$ cat src/char_engine_pkg.sv
`default_nettype none

package char_engine_pkg;

	typedef logic [5:0] char_code_t; // Font index
	typedef logic [7:0] glyph_row_t; // Bit 7 is the leftmost pixel
	typedef logic [2:0] glyph_line_t;
	typedef logic [15:0] fb_addr_t;
	typedef logic [5:0] text_row_t; // 0 to 47
	typedef logic [6:0] text_col_t; // 0 to 79
	typedef logic [3:0] char_index_t;
	typedef logic [4:0] reg_index_t;
	typedef logic [31:0] data_word_t;

	typedef enum logic [2:0] {
		FIELD_REG_LABEL,
		FIELD_CYCLE_LABEL,
		FIELD_REG_INDEX,
		FIELD_REG_VALUE,
		FIELD_CYCLES
	} field_kind_t;

	// 640 pixels per line at one bit each
	localparam fb_addr_t LINE_BYTES = 16'd80;
	localparam fb_addr_t TEXT_ROW_BYTES = 16'd800; // Ten pixel lines per text row
	localparam int GLYPH_ROWS = 8;

	localparam int NUM_REGS = 32;

	localparam char_code_t CHAR_COLON = 6'h27;
	localparam char_code_t CHAR_SPACE = 6'h24;

	// Screen layout
	localparam text_col_t REG_PANE_COL = 7'd50;
	localparam text_col_t REG_VALUE_COL = 7'd52;
	localparam text_row_t CYCLES_ROW = 6'd35;
	localparam text_col_t CYCLES_VALUE_COL = 7'd8;

	localparam char_code_t LABEL_REGISTERS [9] = '{
		6'h1B, 6'h0E, 6'h10, 6'h12, 6'h1C, // R E G I S
		6'h1D, 6'h0E, 6'h1B, 6'h1C // T E R S
	};

	localparam char_code_t LABEL_CYCLES [7] = '{
		6'h0C, 6'h22, 6'h0C, 6'h15, // C Y C L
		6'h0E, 6'h1C, 6'h27 // E S :
	};

endpackage

`default_nettype wire

$ cat src/char_engine.sv
`default_nettype none

module char_engine (
	input wire clock,
	input wire reset,
	output char_engine_pkg::reg_index_t reg_sel,
	input wire char_engine_pkg::data_word_t reg_data,
	input wire [15:0] cycle_count,
	output char_engine_pkg::fb_addr_t write_addr,
	output char_engine_pkg::glyph_row_t write_data,
	output logic write_valid,
	input wire write_ready
);
	import char_engine_pkg::*;

	field_kind_t field_kind;
	text_row_t field_row;
	text_col_t field_col;
	data_word_t field_value;
	logic field_active;
	logic field_done;
	char_index_t field_length;
	char_index_t char_index;
	glyph_line_t glyph_line;
	char_code_t char_code;
	glyph_row_t pixel_byte;
	logic pixel_valid;
	logic pixel_ready;

	field_sequencer u_field_sequencer (
		.clock(clock),
		.reset(reset),
		.field_done(field_done),
		.reg_data(reg_data),
		.cycle_count(cycle_count),
		.reg_sel(reg_sel),
		.field_kind(field_kind),
		.field_row(field_row),
		.field_col(field_col),
		.field_value(field_value),
		.field_active(field_active)
	);

	glyph_counter u_glyph_counter (
		.clock(clock),
		.reset(reset),
		.field_active(field_active),
		.field_length(field_length),
		.pixel_ready(pixel_ready),
		.char_index(char_index),
		.glyph_line(glyph_line),
		.pixel_valid(pixel_valid),
		.field_done(field_done)
	);

	field_text u_field_text (
		.field_kind(field_kind),
		.field_value(field_value),
		.char_index(char_index),
		.char_code(char_code),
		.field_length(field_length)
	);

	glyph_rom u_glyph_rom (
		.char_code(char_code),
		.glyph_line(glyph_line),
		.pixel_byte(pixel_byte)
	);

	pixel_writer u_pixel_writer (
		.clock(clock),
		.reset(reset),
		.pixel_valid(pixel_valid),
		.pixel_byte(pixel_byte),
		.field_row(field_row),
		.field_col(field_col),
		.char_index(char_index),
		.glyph_line(glyph_line),
		.pixel_ready(pixel_ready),
		.write_ready(write_ready),
		.write_addr(write_addr),
		.write_data(write_data),
		.write_valid(write_valid)
	);

endmodule

`default_nettype wire

$ cat src/field_sequencer.sv
`default_nettype none

module field_sequencer (
	input wire clock,
	input wire reset,
	input wire field_done,
	input wire char_engine_pkg::data_word_t reg_data,
	input wire [15:0] cycle_count,
	output char_engine_pkg::reg_index_t reg_sel,
	output char_engine_pkg::field_kind_t field_kind,
	output char_engine_pkg::text_row_t field_row,
	output char_engine_pkg::text_col_t field_col,
	output char_engine_pkg::data_word_t field_value,
	output logic field_active
);
	import char_engine_pkg::*;

	typedef enum logic [1:0] {
		SETUP,
		SAMPLE,
		EMIT
	} seq_state_t;

	localparam reg_index_t LAST_REG = reg_index_t'(NUM_REGS - 1);

	seq_state_t state;
	text_row_t pane_row;

	assign pane_row = text_row_t'(reg_sel) + 6'd1; // Row 0 holds the pane label

	always_ff @(posedge clock) begin
		if (reset) begin
			state <= SETUP;
			field_kind <= FIELD_REG_LABEL; // Labels are drawn once after reset
			reg_sel <= '0;
			field_active <= 1'b0;
		end else begin
			case (state)
				SETUP: begin
					state <= SAMPLE;
				end
				SAMPLE: begin
					field_active <= 1'b1;
					state <= EMIT;
				end
				default: begin
					if (field_done) begin
						field_active <= 1'b0;
						state <= SETUP;
						case (field_kind)
							FIELD_REG_LABEL: field_kind <= FIELD_CYCLE_LABEL;
							FIELD_CYCLE_LABEL: field_kind <= FIELD_REG_INDEX;
							FIELD_REG_INDEX: field_kind <= FIELD_REG_VALUE;
							FIELD_REG_VALUE: begin
								reg_sel <= reg_sel + 5'd1; // Wraps to 0 after the last one
								if (reg_sel == LAST_REG)
									field_kind <= FIELD_CYCLES;
								else
									field_kind <= FIELD_REG_INDEX;
							end
							default: field_kind <= FIELD_REG_INDEX; // Back to the top of the pane
						endcase
					end
				end
			endcase
		end
	end

	// Position of the field on screen
	always_ff @(posedge clock) begin
		if (state == SETUP) begin
			case (field_kind)
				FIELD_REG_LABEL: begin
					field_row <= '0;
					field_col <= REG_PANE_COL;
				end
				FIELD_CYCLE_LABEL: begin
					field_row <= CYCLES_ROW;
					field_col <= '0;
				end
				FIELD_REG_INDEX: begin
					field_row <= pane_row;
					field_col <= REG_PANE_COL;
				end
				FIELD_REG_VALUE: begin
					field_row <= pane_row;
					field_col <= REG_VALUE_COL;
				end
				default: begin
					field_row <= CYCLES_ROW;
					field_col <= CYCLES_VALUE_COL;
				end
			endcase
		end
	end

	// Value is frozen here for the whole draw
	always_ff @(posedge clock) begin
		if (state == SAMPLE) begin
			case (field_kind)
				FIELD_REG_INDEX: field_value <= data_word_t'(reg_sel);
				FIELD_REG_VALUE: field_value <= reg_data;
				FIELD_CYCLES: field_value <= data_word_t'(cycle_count);
				default: field_value <= '0; // Labels carry no value
			endcase
		end
	end

	// The counter may only finish a field that is being drawn
	assert property (@(posedge clock) disable iff (reset) field_done |-> state == EMIT);

endmodule

`default_nettype wire

$ cat src/field_text.sv
`default_nettype none

module field_text (
	input wire char_engine_pkg::field_kind_t field_kind,
	input wire char_engine_pkg::data_word_t field_value,
	input wire char_engine_pkg::char_index_t char_index,
	output char_engine_pkg::char_code_t char_code,
	output char_engine_pkg::char_index_t field_length
);
	import char_engine_pkg::*;

	char_index_t nibble_sel;
	char_code_t hex_code;

	always_comb begin
		case (field_kind)
			FIELD_REG_LABEL: field_length = 4'd9;
			FIELD_CYCLE_LABEL: field_length = 4'd7;
			FIELD_REG_INDEX: field_length = 4'd2;
			FIELD_REG_VALUE: field_length = 4'd9; // Colon and eight digits
			default: field_length = 4'd4;
		endcase
	end

	// Rightmost character shows the lowest nibble
	assign nibble_sel = field_length - 4'd1 - char_index;
	assign hex_code = {2'b00, field_value[{nibble_sel[2:0], 2'b00} +: 4]};

	always_comb begin
		char_code = CHAR_SPACE; // Past the end of the field
		if (char_index < field_length) begin
			case (field_kind)
				FIELD_REG_LABEL: char_code = LABEL_REGISTERS[char_index];
				FIELD_CYCLE_LABEL: char_code = LABEL_CYCLES[char_index[2:0]];
				FIELD_REG_VALUE: begin
					if (char_index == '0)
						char_code = CHAR_COLON;
					else
						char_code = hex_code;
				end
				default: char_code = hex_code; // Index and cycles are pure hex
			endcase
		end
	end

endmodule

`default_nettype wire

$ cat src/glyph_counter.sv
`default_nettype none

module glyph_counter (
	input wire clock,
	input wire reset,
	input wire field_active,
	input wire char_engine_pkg::char_index_t field_length,
	input wire pixel_ready,
	output char_engine_pkg::char_index_t char_index,
	output char_engine_pkg::glyph_line_t glyph_line,
	output logic pixel_valid,
	output logic field_done
);
	import char_engine_pkg::*;

	logic accept;
	logic last_line;
	logic last_char;

	assign pixel_valid = field_active; // One pixel on offer per cycle
	assign accept = pixel_valid && pixel_ready;
	assign last_line = glyph_line == glyph_line_t'(GLYPH_ROWS - 1);
	assign last_char = char_index == field_length - 4'd1;
	assign field_done = accept && last_line && last_char;

	// Glyph line is the inner loop
	always_ff @(posedge clock) begin
		if (reset) begin
			char_index <= '0;
			glyph_line <= '0;
		end else if (accept) begin
			if (last_line) begin
				glyph_line <= '0;
				if (last_char)
					char_index <= '0; // Ready for the next field
				else
					char_index <= char_index + 4'd1;
			end else begin
				glyph_line <= glyph_line + 3'd1;
			end
		end
	end

	// Field length comes from the text decoder
	assert property (@(posedge clock) disable iff (reset)
		field_active |-> char_index < field_length);

endmodule

`default_nettype wire

$ cat src/glyph_rom.sv
`default_nettype none

module glyph_rom (
	input wire char_engine_pkg::char_code_t char_code,
	input wire char_engine_pkg::glyph_line_t glyph_line,
	output char_engine_pkg::glyph_row_t pixel_byte
);
	import char_engine_pkg::*;

	logic [63:0] glyph; // Top line in the most significant byte

	always_comb begin
		case (char_code)
			6'h00: glyph = 64'h3C424242_4242423C; // 0
			6'h01: glyph = 64'h18387818_1818187E;
			6'h02: glyph = 64'h3C66660C_1830607E;
			6'h03: glyph = 64'h7C06067C_0606067C;
			6'h04: glyph = 64'h0E162646_467E0606;
			6'h05: glyph = 64'h7E606078_0C060C78;
			6'h06: glyph = 64'h3C40407C_4242423C;
			6'h07: glyph = 64'h7E060606_0C183060;
			6'h08: glyph = 64'h3C42423C_4242423C;
			6'h09: glyph = 64'h3C464646_3E060606;
			6'h0A: glyph = 64'h3C424242_7E424242; // A
			6'h0B: glyph = 64'h7C42467C_4642427C;
			6'h0C: glyph = 64'h3E606060_6060603E;
			6'h0D: glyph = 64'h7C626262_6262627C;
			6'h0E: glyph = 64'h3E60607E_6060603E;
			6'h0F: glyph = 64'h7E60607E_60606060;
			6'h10: glyph = 64'h3C60606E_6666663C; // G
			6'h11: glyph = 64'h6666667E_66666666;
			6'h12: glyph = 64'h7E181818_1818187E;
			6'h13: glyph = 64'h7E060606_0606663C;
			6'h14: glyph = 64'h66666C70_706C6666;
			6'h15: glyph = 64'h60606060_6060607E;
			6'h16: glyph = 64'h42665A5A_42424242;
			6'h17: glyph = 64'h42426252_4A464242;
			6'h18: glyph = 64'h3C424242_4242423C;
			6'h19: glyph = 64'h7C424242_7C606060;
			6'h1A: glyph = 64'h3C424242_4242443A;
			6'h1B: glyph = 64'h3C424242_7C584C46;
			6'h1C: glyph = 64'h3C40403C_0202023C;
			6'h1D: glyph = 64'h7E181818_18181818;
			6'h1E: glyph = 64'h42424242_4242423C;
			6'h1F: glyph = 64'h42424242_42422418;
			6'h20: glyph = 64'h42424242_5A5A6642;
			6'h21: glyph = 64'h42422418_18244242;
			6'h22: glyph = 64'h42424224_18181818;
			6'h23: glyph = 64'h7E06060C_3060607E; // Z
			CHAR_SPACE: glyph = 64'h00000000_00000000;
			6'h25: glyph = 64'hFFFFFFFF_FFFFFFFF; // Solid block
			6'h26: glyph = 64'h0000007E_00000000; // Dash
			CHAR_COLON: glyph = 64'h00181800_00181800;
			6'h28: glyph = 64'h00000000_0000C0C0; // Full stop
			default: glyph = 64'h00000000_00000000; // Unused codes stay blank
		endcase
	end

	// Line 0 sits in bits 63:56
	assign pixel_byte = glyph[{~glyph_line, 3'b000} +: 8];

endmodule

`default_nettype wire

$ cat src/pixel_writer.sv
`default_nettype none

module pixel_writer (
	input wire clock,
	input wire reset,
	input wire pixel_valid,
	input wire char_engine_pkg::glyph_row_t pixel_byte,
	input wire char_engine_pkg::text_row_t field_row,
	input wire char_engine_pkg::text_col_t field_col,
	input wire char_engine_pkg::char_index_t char_index,
	input wire char_engine_pkg::glyph_line_t glyph_line,
	output logic pixel_ready,
	input wire write_ready,
	output char_engine_pkg::fb_addr_t write_addr,
	output char_engine_pkg::glyph_row_t write_data,
	output logic write_valid
);
	import char_engine_pkg::*;

	fb_addr_t line_offset;
	fb_addr_t pixel_addr;

	// Line 0 of each text row is the blank spacer
	assign line_offset = fb_addr_t'(glyph_line) + 16'd1;
	assign pixel_addr = TEXT_ROW_BYTES * fb_addr_t'(field_row)
		+ LINE_BYTES * line_offset
		+ fb_addr_t'(field_col)
		+ fb_addr_t'(char_index);

	// Free when empty or draining this cycle
	assign pixel_ready = !write_valid || write_ready;

	always_ff @(posedge clock) begin
		if (reset)
			write_valid <= 1'b0;
		else if (pixel_ready)
			write_valid <= pixel_valid;
	end

	always_ff @(posedge clock) begin
		if (pixel_valid && pixel_ready) begin
			write_addr <= pixel_addr;
			write_data <= pixel_byte;
		end
	end

	// A stalled write keeps its contents until the frame buffer takes it
	assert property (@(posedge clock) disable iff (reset)
		write_valid && !write_ready |=>
			write_valid && $stable(write_addr) && $stable(write_data));

endmodule

`default_nettype wire

$ cat config.mk
export PLATFORM = sky130hd
export DESIGN_NAME = char_engine
export DESIGN_NICKNAME = d
export VERILOG_FILES = /design/src/char_engine_pkg.sv /design/src/char_engine.sv /design/src/field_sequencer.sv /design/src/field_text.sv /design/src/glyph_counter.sv /design/src/glyph_rom.sv /design/src/pixel_writer.sv
export SDC_FILE = /design/constraint.sdc
export NUM_CORES = 1
export LEC_CHECK = 0
export ABC_CLOCK_PERIOD_IN_PS = 5450
export BUFFER_PORTS_ARGS = -buffer_cell sky130_fd_sc_hd__buf_2
export CAP_MARGIN = 20
export CORE_MARGIN = 10
export CORE_UTILIZATION = 50
export CTS_CLUSTER_DIAMETER = 150
export CTS_CLUSTER_SIZE = 28
export DETAILED_ROUTE_END_ITERATION = 16
export GPL_TIMING_DRIVEN = 0
export MAX_ROUTING_LAYER = met4
export PLACE_DENSITY_LB_ADDON = 0.05
export SETUP_SLACK_MARGIN = 0.4
export SYNTH_ARGS = -nofsm -noshare
export SYNTH_HDL_FRONTEND = slang
export SYNTH_SLANG_ARGS = --single-unit
$ cat constraint.sdc
create_clock -name clock -period 5.45 [get_ports clock]
set_input_delay 0.545 -clock clock [delete_from_list [all_inputs] [get_ports clock]]
set_output_delay 0.545 -clock clock [all_outputs]
set_load 0.05 [all_outputs]
==> run metrics <==
Max Cap Viol 0; CTS tree done; FMAX 0.200 GHz; register-to-register setup slack 0.46 ns; Post-Syn Instances 901; crit-path cells buf_12, clkinvlp_4, a21oi_4, fa_2, buf_6, buf_4, nand2_1, o32ai_1, or4_4, a21oi_4, inv_2, clkbuf_4, ha_2, a21oi_4, o21ai_0, nand2_1, o2bb2ai_1, a32o_1, or4b_4; I/O pin cnt 81; largest net degree at the start of global routing 35; Rows 45; crit start category flip-flop; Worst Tran Pin Value 1.02 ns; post-synth cell types 87; Die X 144 um; post-synth top area share 26.0%; CP dominant cell by count a21oi_4; RR Startpoint u_field_sequencer.field_kind[1]$_SDFFE_PP0P_; die area 20600 um^2; Root Driver clkbuf_16; Yosys top cell by area edfxtp_1; GR Overflow Total 0; Area Growth Syn to Fin 19.6%; sequential cell fraction of total power 42.2%; fin util 60.4%; WL/cell 22.9 um; Seq/Total Area, Yosys 31.0%; Starting DRT DRC Count 1132; max-slew violation count 0; share of cells above drive strength 1 20.4%; critical path arrival 5.08 ns; final setup vio count 0; Post-Syn Area 7630 um^2; Required @ worst endpoint 5.54 ns; predominant post-synthesis flop cell edfxtp_1; worst min path class in2reg; hold path cells 3; Core Area 15100 um^2; sw frac 33.0%; worst setup path class reg2reg; CTS Hold Buffers Added 0; first-pass GRT wire length 43000 um; DR vias 7879; vias per cell 6.53; HP Start reg_data[2]; Pint 1.27 mW; Worst path slowest cell or4_4; DRC errors left 0; H-tree depth 3; Port Buffers 79; Lkg Pwr 3.72 nW; count leader, synth a21oi_1; final hold viol count 0; Final HPWL DP 20400 um; crit path capture type flip-flop; Antenna Nets Post-Route 0; placer congestion estimate 1.12; n_diodes 0; gr usage total 27.4%; WP buf/inv 6; cts bufs inserted 9; status completed; DP Worst Slack -1.06 ns; die height 144 um; final net count 1137; Clk pin slew, worst setup/hold paths 0.08 ns; RSZ-0062 raised after global routing false; Worst VDD drop 190 uV; Mapped Avg Cell Area 8.46 um^2; asr flop ratio synth 0%; #FFs+latches synth 85; crit path time final 4.99 ns; final WL 27700 um; clock power share 33.6%; vias in the first global route 7644; Post-synth EDFFs 66; Clock Skews 0.0129 ns; slew margin rel. 32.2%; Skew-Pair Late Insertion Delay 0.36 ns; top post-synthesis cells by area edfxtp_1, ha_1, a21oi_1; hold path endpoint u_field_sequencer.field_value[2]$_DFFE_PP_; crit-path max FO 14; worst setup margin 0.460 ns; Worst R2R Path Depth 19; Crit Reg-Reg Endpoint u_pixel_writer.write_data[5]$_DFFE_PP_; crit share post-route 91.6%; initial antenna violation count 0; clk sink count 85; Comb pwr share 24.2%; initial core utilization 50.5%; cell family with most CP delay compound AO/OA/AOI/OAI gates; Pwr Density 208 nW/um^2; post-synth net total 1024; crit-path max cell delay 0.56 ns; clock buffer depth 2; First-pass DRT Iterations 7; net switching power 0.627 mW; Synthesis Warnings 0; Synth top cells by count a21oi_1, nand2_1, nor2_1, ha_1, edfxtp_1
[how the worst max path moves through the flow]
stage | start | endpoint | slack [ns] | depth (start not counted)
after floorplan | u_field_sequencer.field_kind[0]$_SDFFE_PP0P_ | u_pixel_writer.write_data[5]$_DFFE_PP_ | 0.44 | 18
after global placement | u_field_sequencer.field_kind[0]$_SDFFE_PP0P_ | u_pixel_writer.write_data[6]$_DFFE_PP_ | -1.34 | 17
after detailed placement | u_field_sequencer.field_kind[0]$_SDFFE_PP0P_ | u_pixel_writer.write_data[5]$_DFFE_PP_ | -1.06 | 19
after CTS | u_field_sequencer.field_kind[0]$_SDFFE_PP0P_ | u_pixel_writer.write_data[5]$_DFFE_PP_ | 0.41 | 22
after global routing | u_field_sequencer.field_kind[1]$_SDFFE_PP0P_ | u_pixel_writer.write_data[5]$_DFFE_PP_ | 0.37 | 21
final | u_field_sequencer.field_kind[1]$_SDFFE_PP0P_ | u_pixel_writer.write_data[5]$_DFFE_PP_ | 0.46 | 19
[cells in the final DEF, fill, tap and decap left out, types with 15 or more instances in the layout]
master,instances
a21oi_1,80
buf_4,27
and3_1,21
inv_1,28
nand2b_1,16
clkbuf_1,29
buf_2,86
nand3_1,25
edfxtp_1,66
nor3_1,26
xnor2_1,21
dfxtp_1,15
ha_1,61
nor2_1,74
o21ai_0,44
nand2_1,76
[tightest hold or removal path, stage by stage]
cell     delay [ns]
buf_2          0.07
nand2_1        0.03
o21ai_0        0.05
[final cells by class]
type	count	area (um^2)
repair buffers	102	574
clock buffers	9	225
plain buffers	67	407
inverters	34	135
well taps	188	235
flip-flops and latches	85	2380
multi-input cells	715	5090
fillers	1328	5970
clock inverters	7	78.8
[cell families after synthesis]
| group | share of synthesized area, % |
|---|---|
| AO/OA/AOI/OAI | 26.0 |
| XOR/XNOR | 3.54 |
| adder cells (fa/ha/maj) | 12.3 |
| buffers and inverters | 5.30 |
| flip-flops | 31.0 |
| multiplexers | 1.74 |
| AND/OR/NAND/NOR | 20.2 |
[state kept, by name (all words and copies together), names as in the netlist]
register / cells
u_field_sequencer.field_active: 1
u_field_sequencer.field_col: 4
u_field_sequencer.field_kind: 3
u_field_sequencer.field_row: 6
u_field_sequencer.field_value: 32
u_field_sequencer.reg_sel: 5
u_field_sequencer.state: 2
u_glyph_counter.char_index: 4
u_glyph_counter.glyph_line: 3
u_pixel_writer.write_addr: 16
u_pixel_writer.write_data: 8
u_pixel_writer.write_valid: 1
[metal layers]
metal  up-vias  share of wire (%)  global-route usage [%]  wire length, um
li1       3599                  -                       -                -
met3       112                 10                    6.20             2790
met2       509                 44                    41.1            12200
met4         0                5.1                    13.7             1410
met5         -                  0                       -                0
met1      3659                 41                    34.0            11300
[through the flow]
step / power [mW] / cell area (um^2) / setup TNS [ns] / hold WS (ns) / cells
after global placement: 1.26 / 8260 / -6.28 / 0.466 / 1168
after global routing: 1.99 / 9120 / 0 / 0.479 / 1207
final: 1.90 / 9120 / 0 / 0.455 / 1207
after floorplan: 1.16 / 7630 / 0 / 0.439 / 901
after CTS: 1.90 / 8860 / 0 / 0.457 / 1194
after detailed placement: 1.27 / 8280 / -5.05 / 0.475 / 1169
[power by group through the flow]
stage	registers (mW)	logic (mW)	clock network [mW]
finish	0.802	0.460	0.638
global route	0.808	0.512	0.667
CTS	0.804	0.457	0.640
detailed placement	0.819	0.454	0
global placement	0.818	0.446	0
floorplan	0.888	0.268	0
[repair_timing]
item / 4_1_cts / 5_1_grt
setup buffers: 9 / 12
resized for setup: 61 / 56
pin swaps: 6 / 8
endpoints found under the setup margin: 7 / 6
No activity file was read; power rests on OpenSTA's default activity.
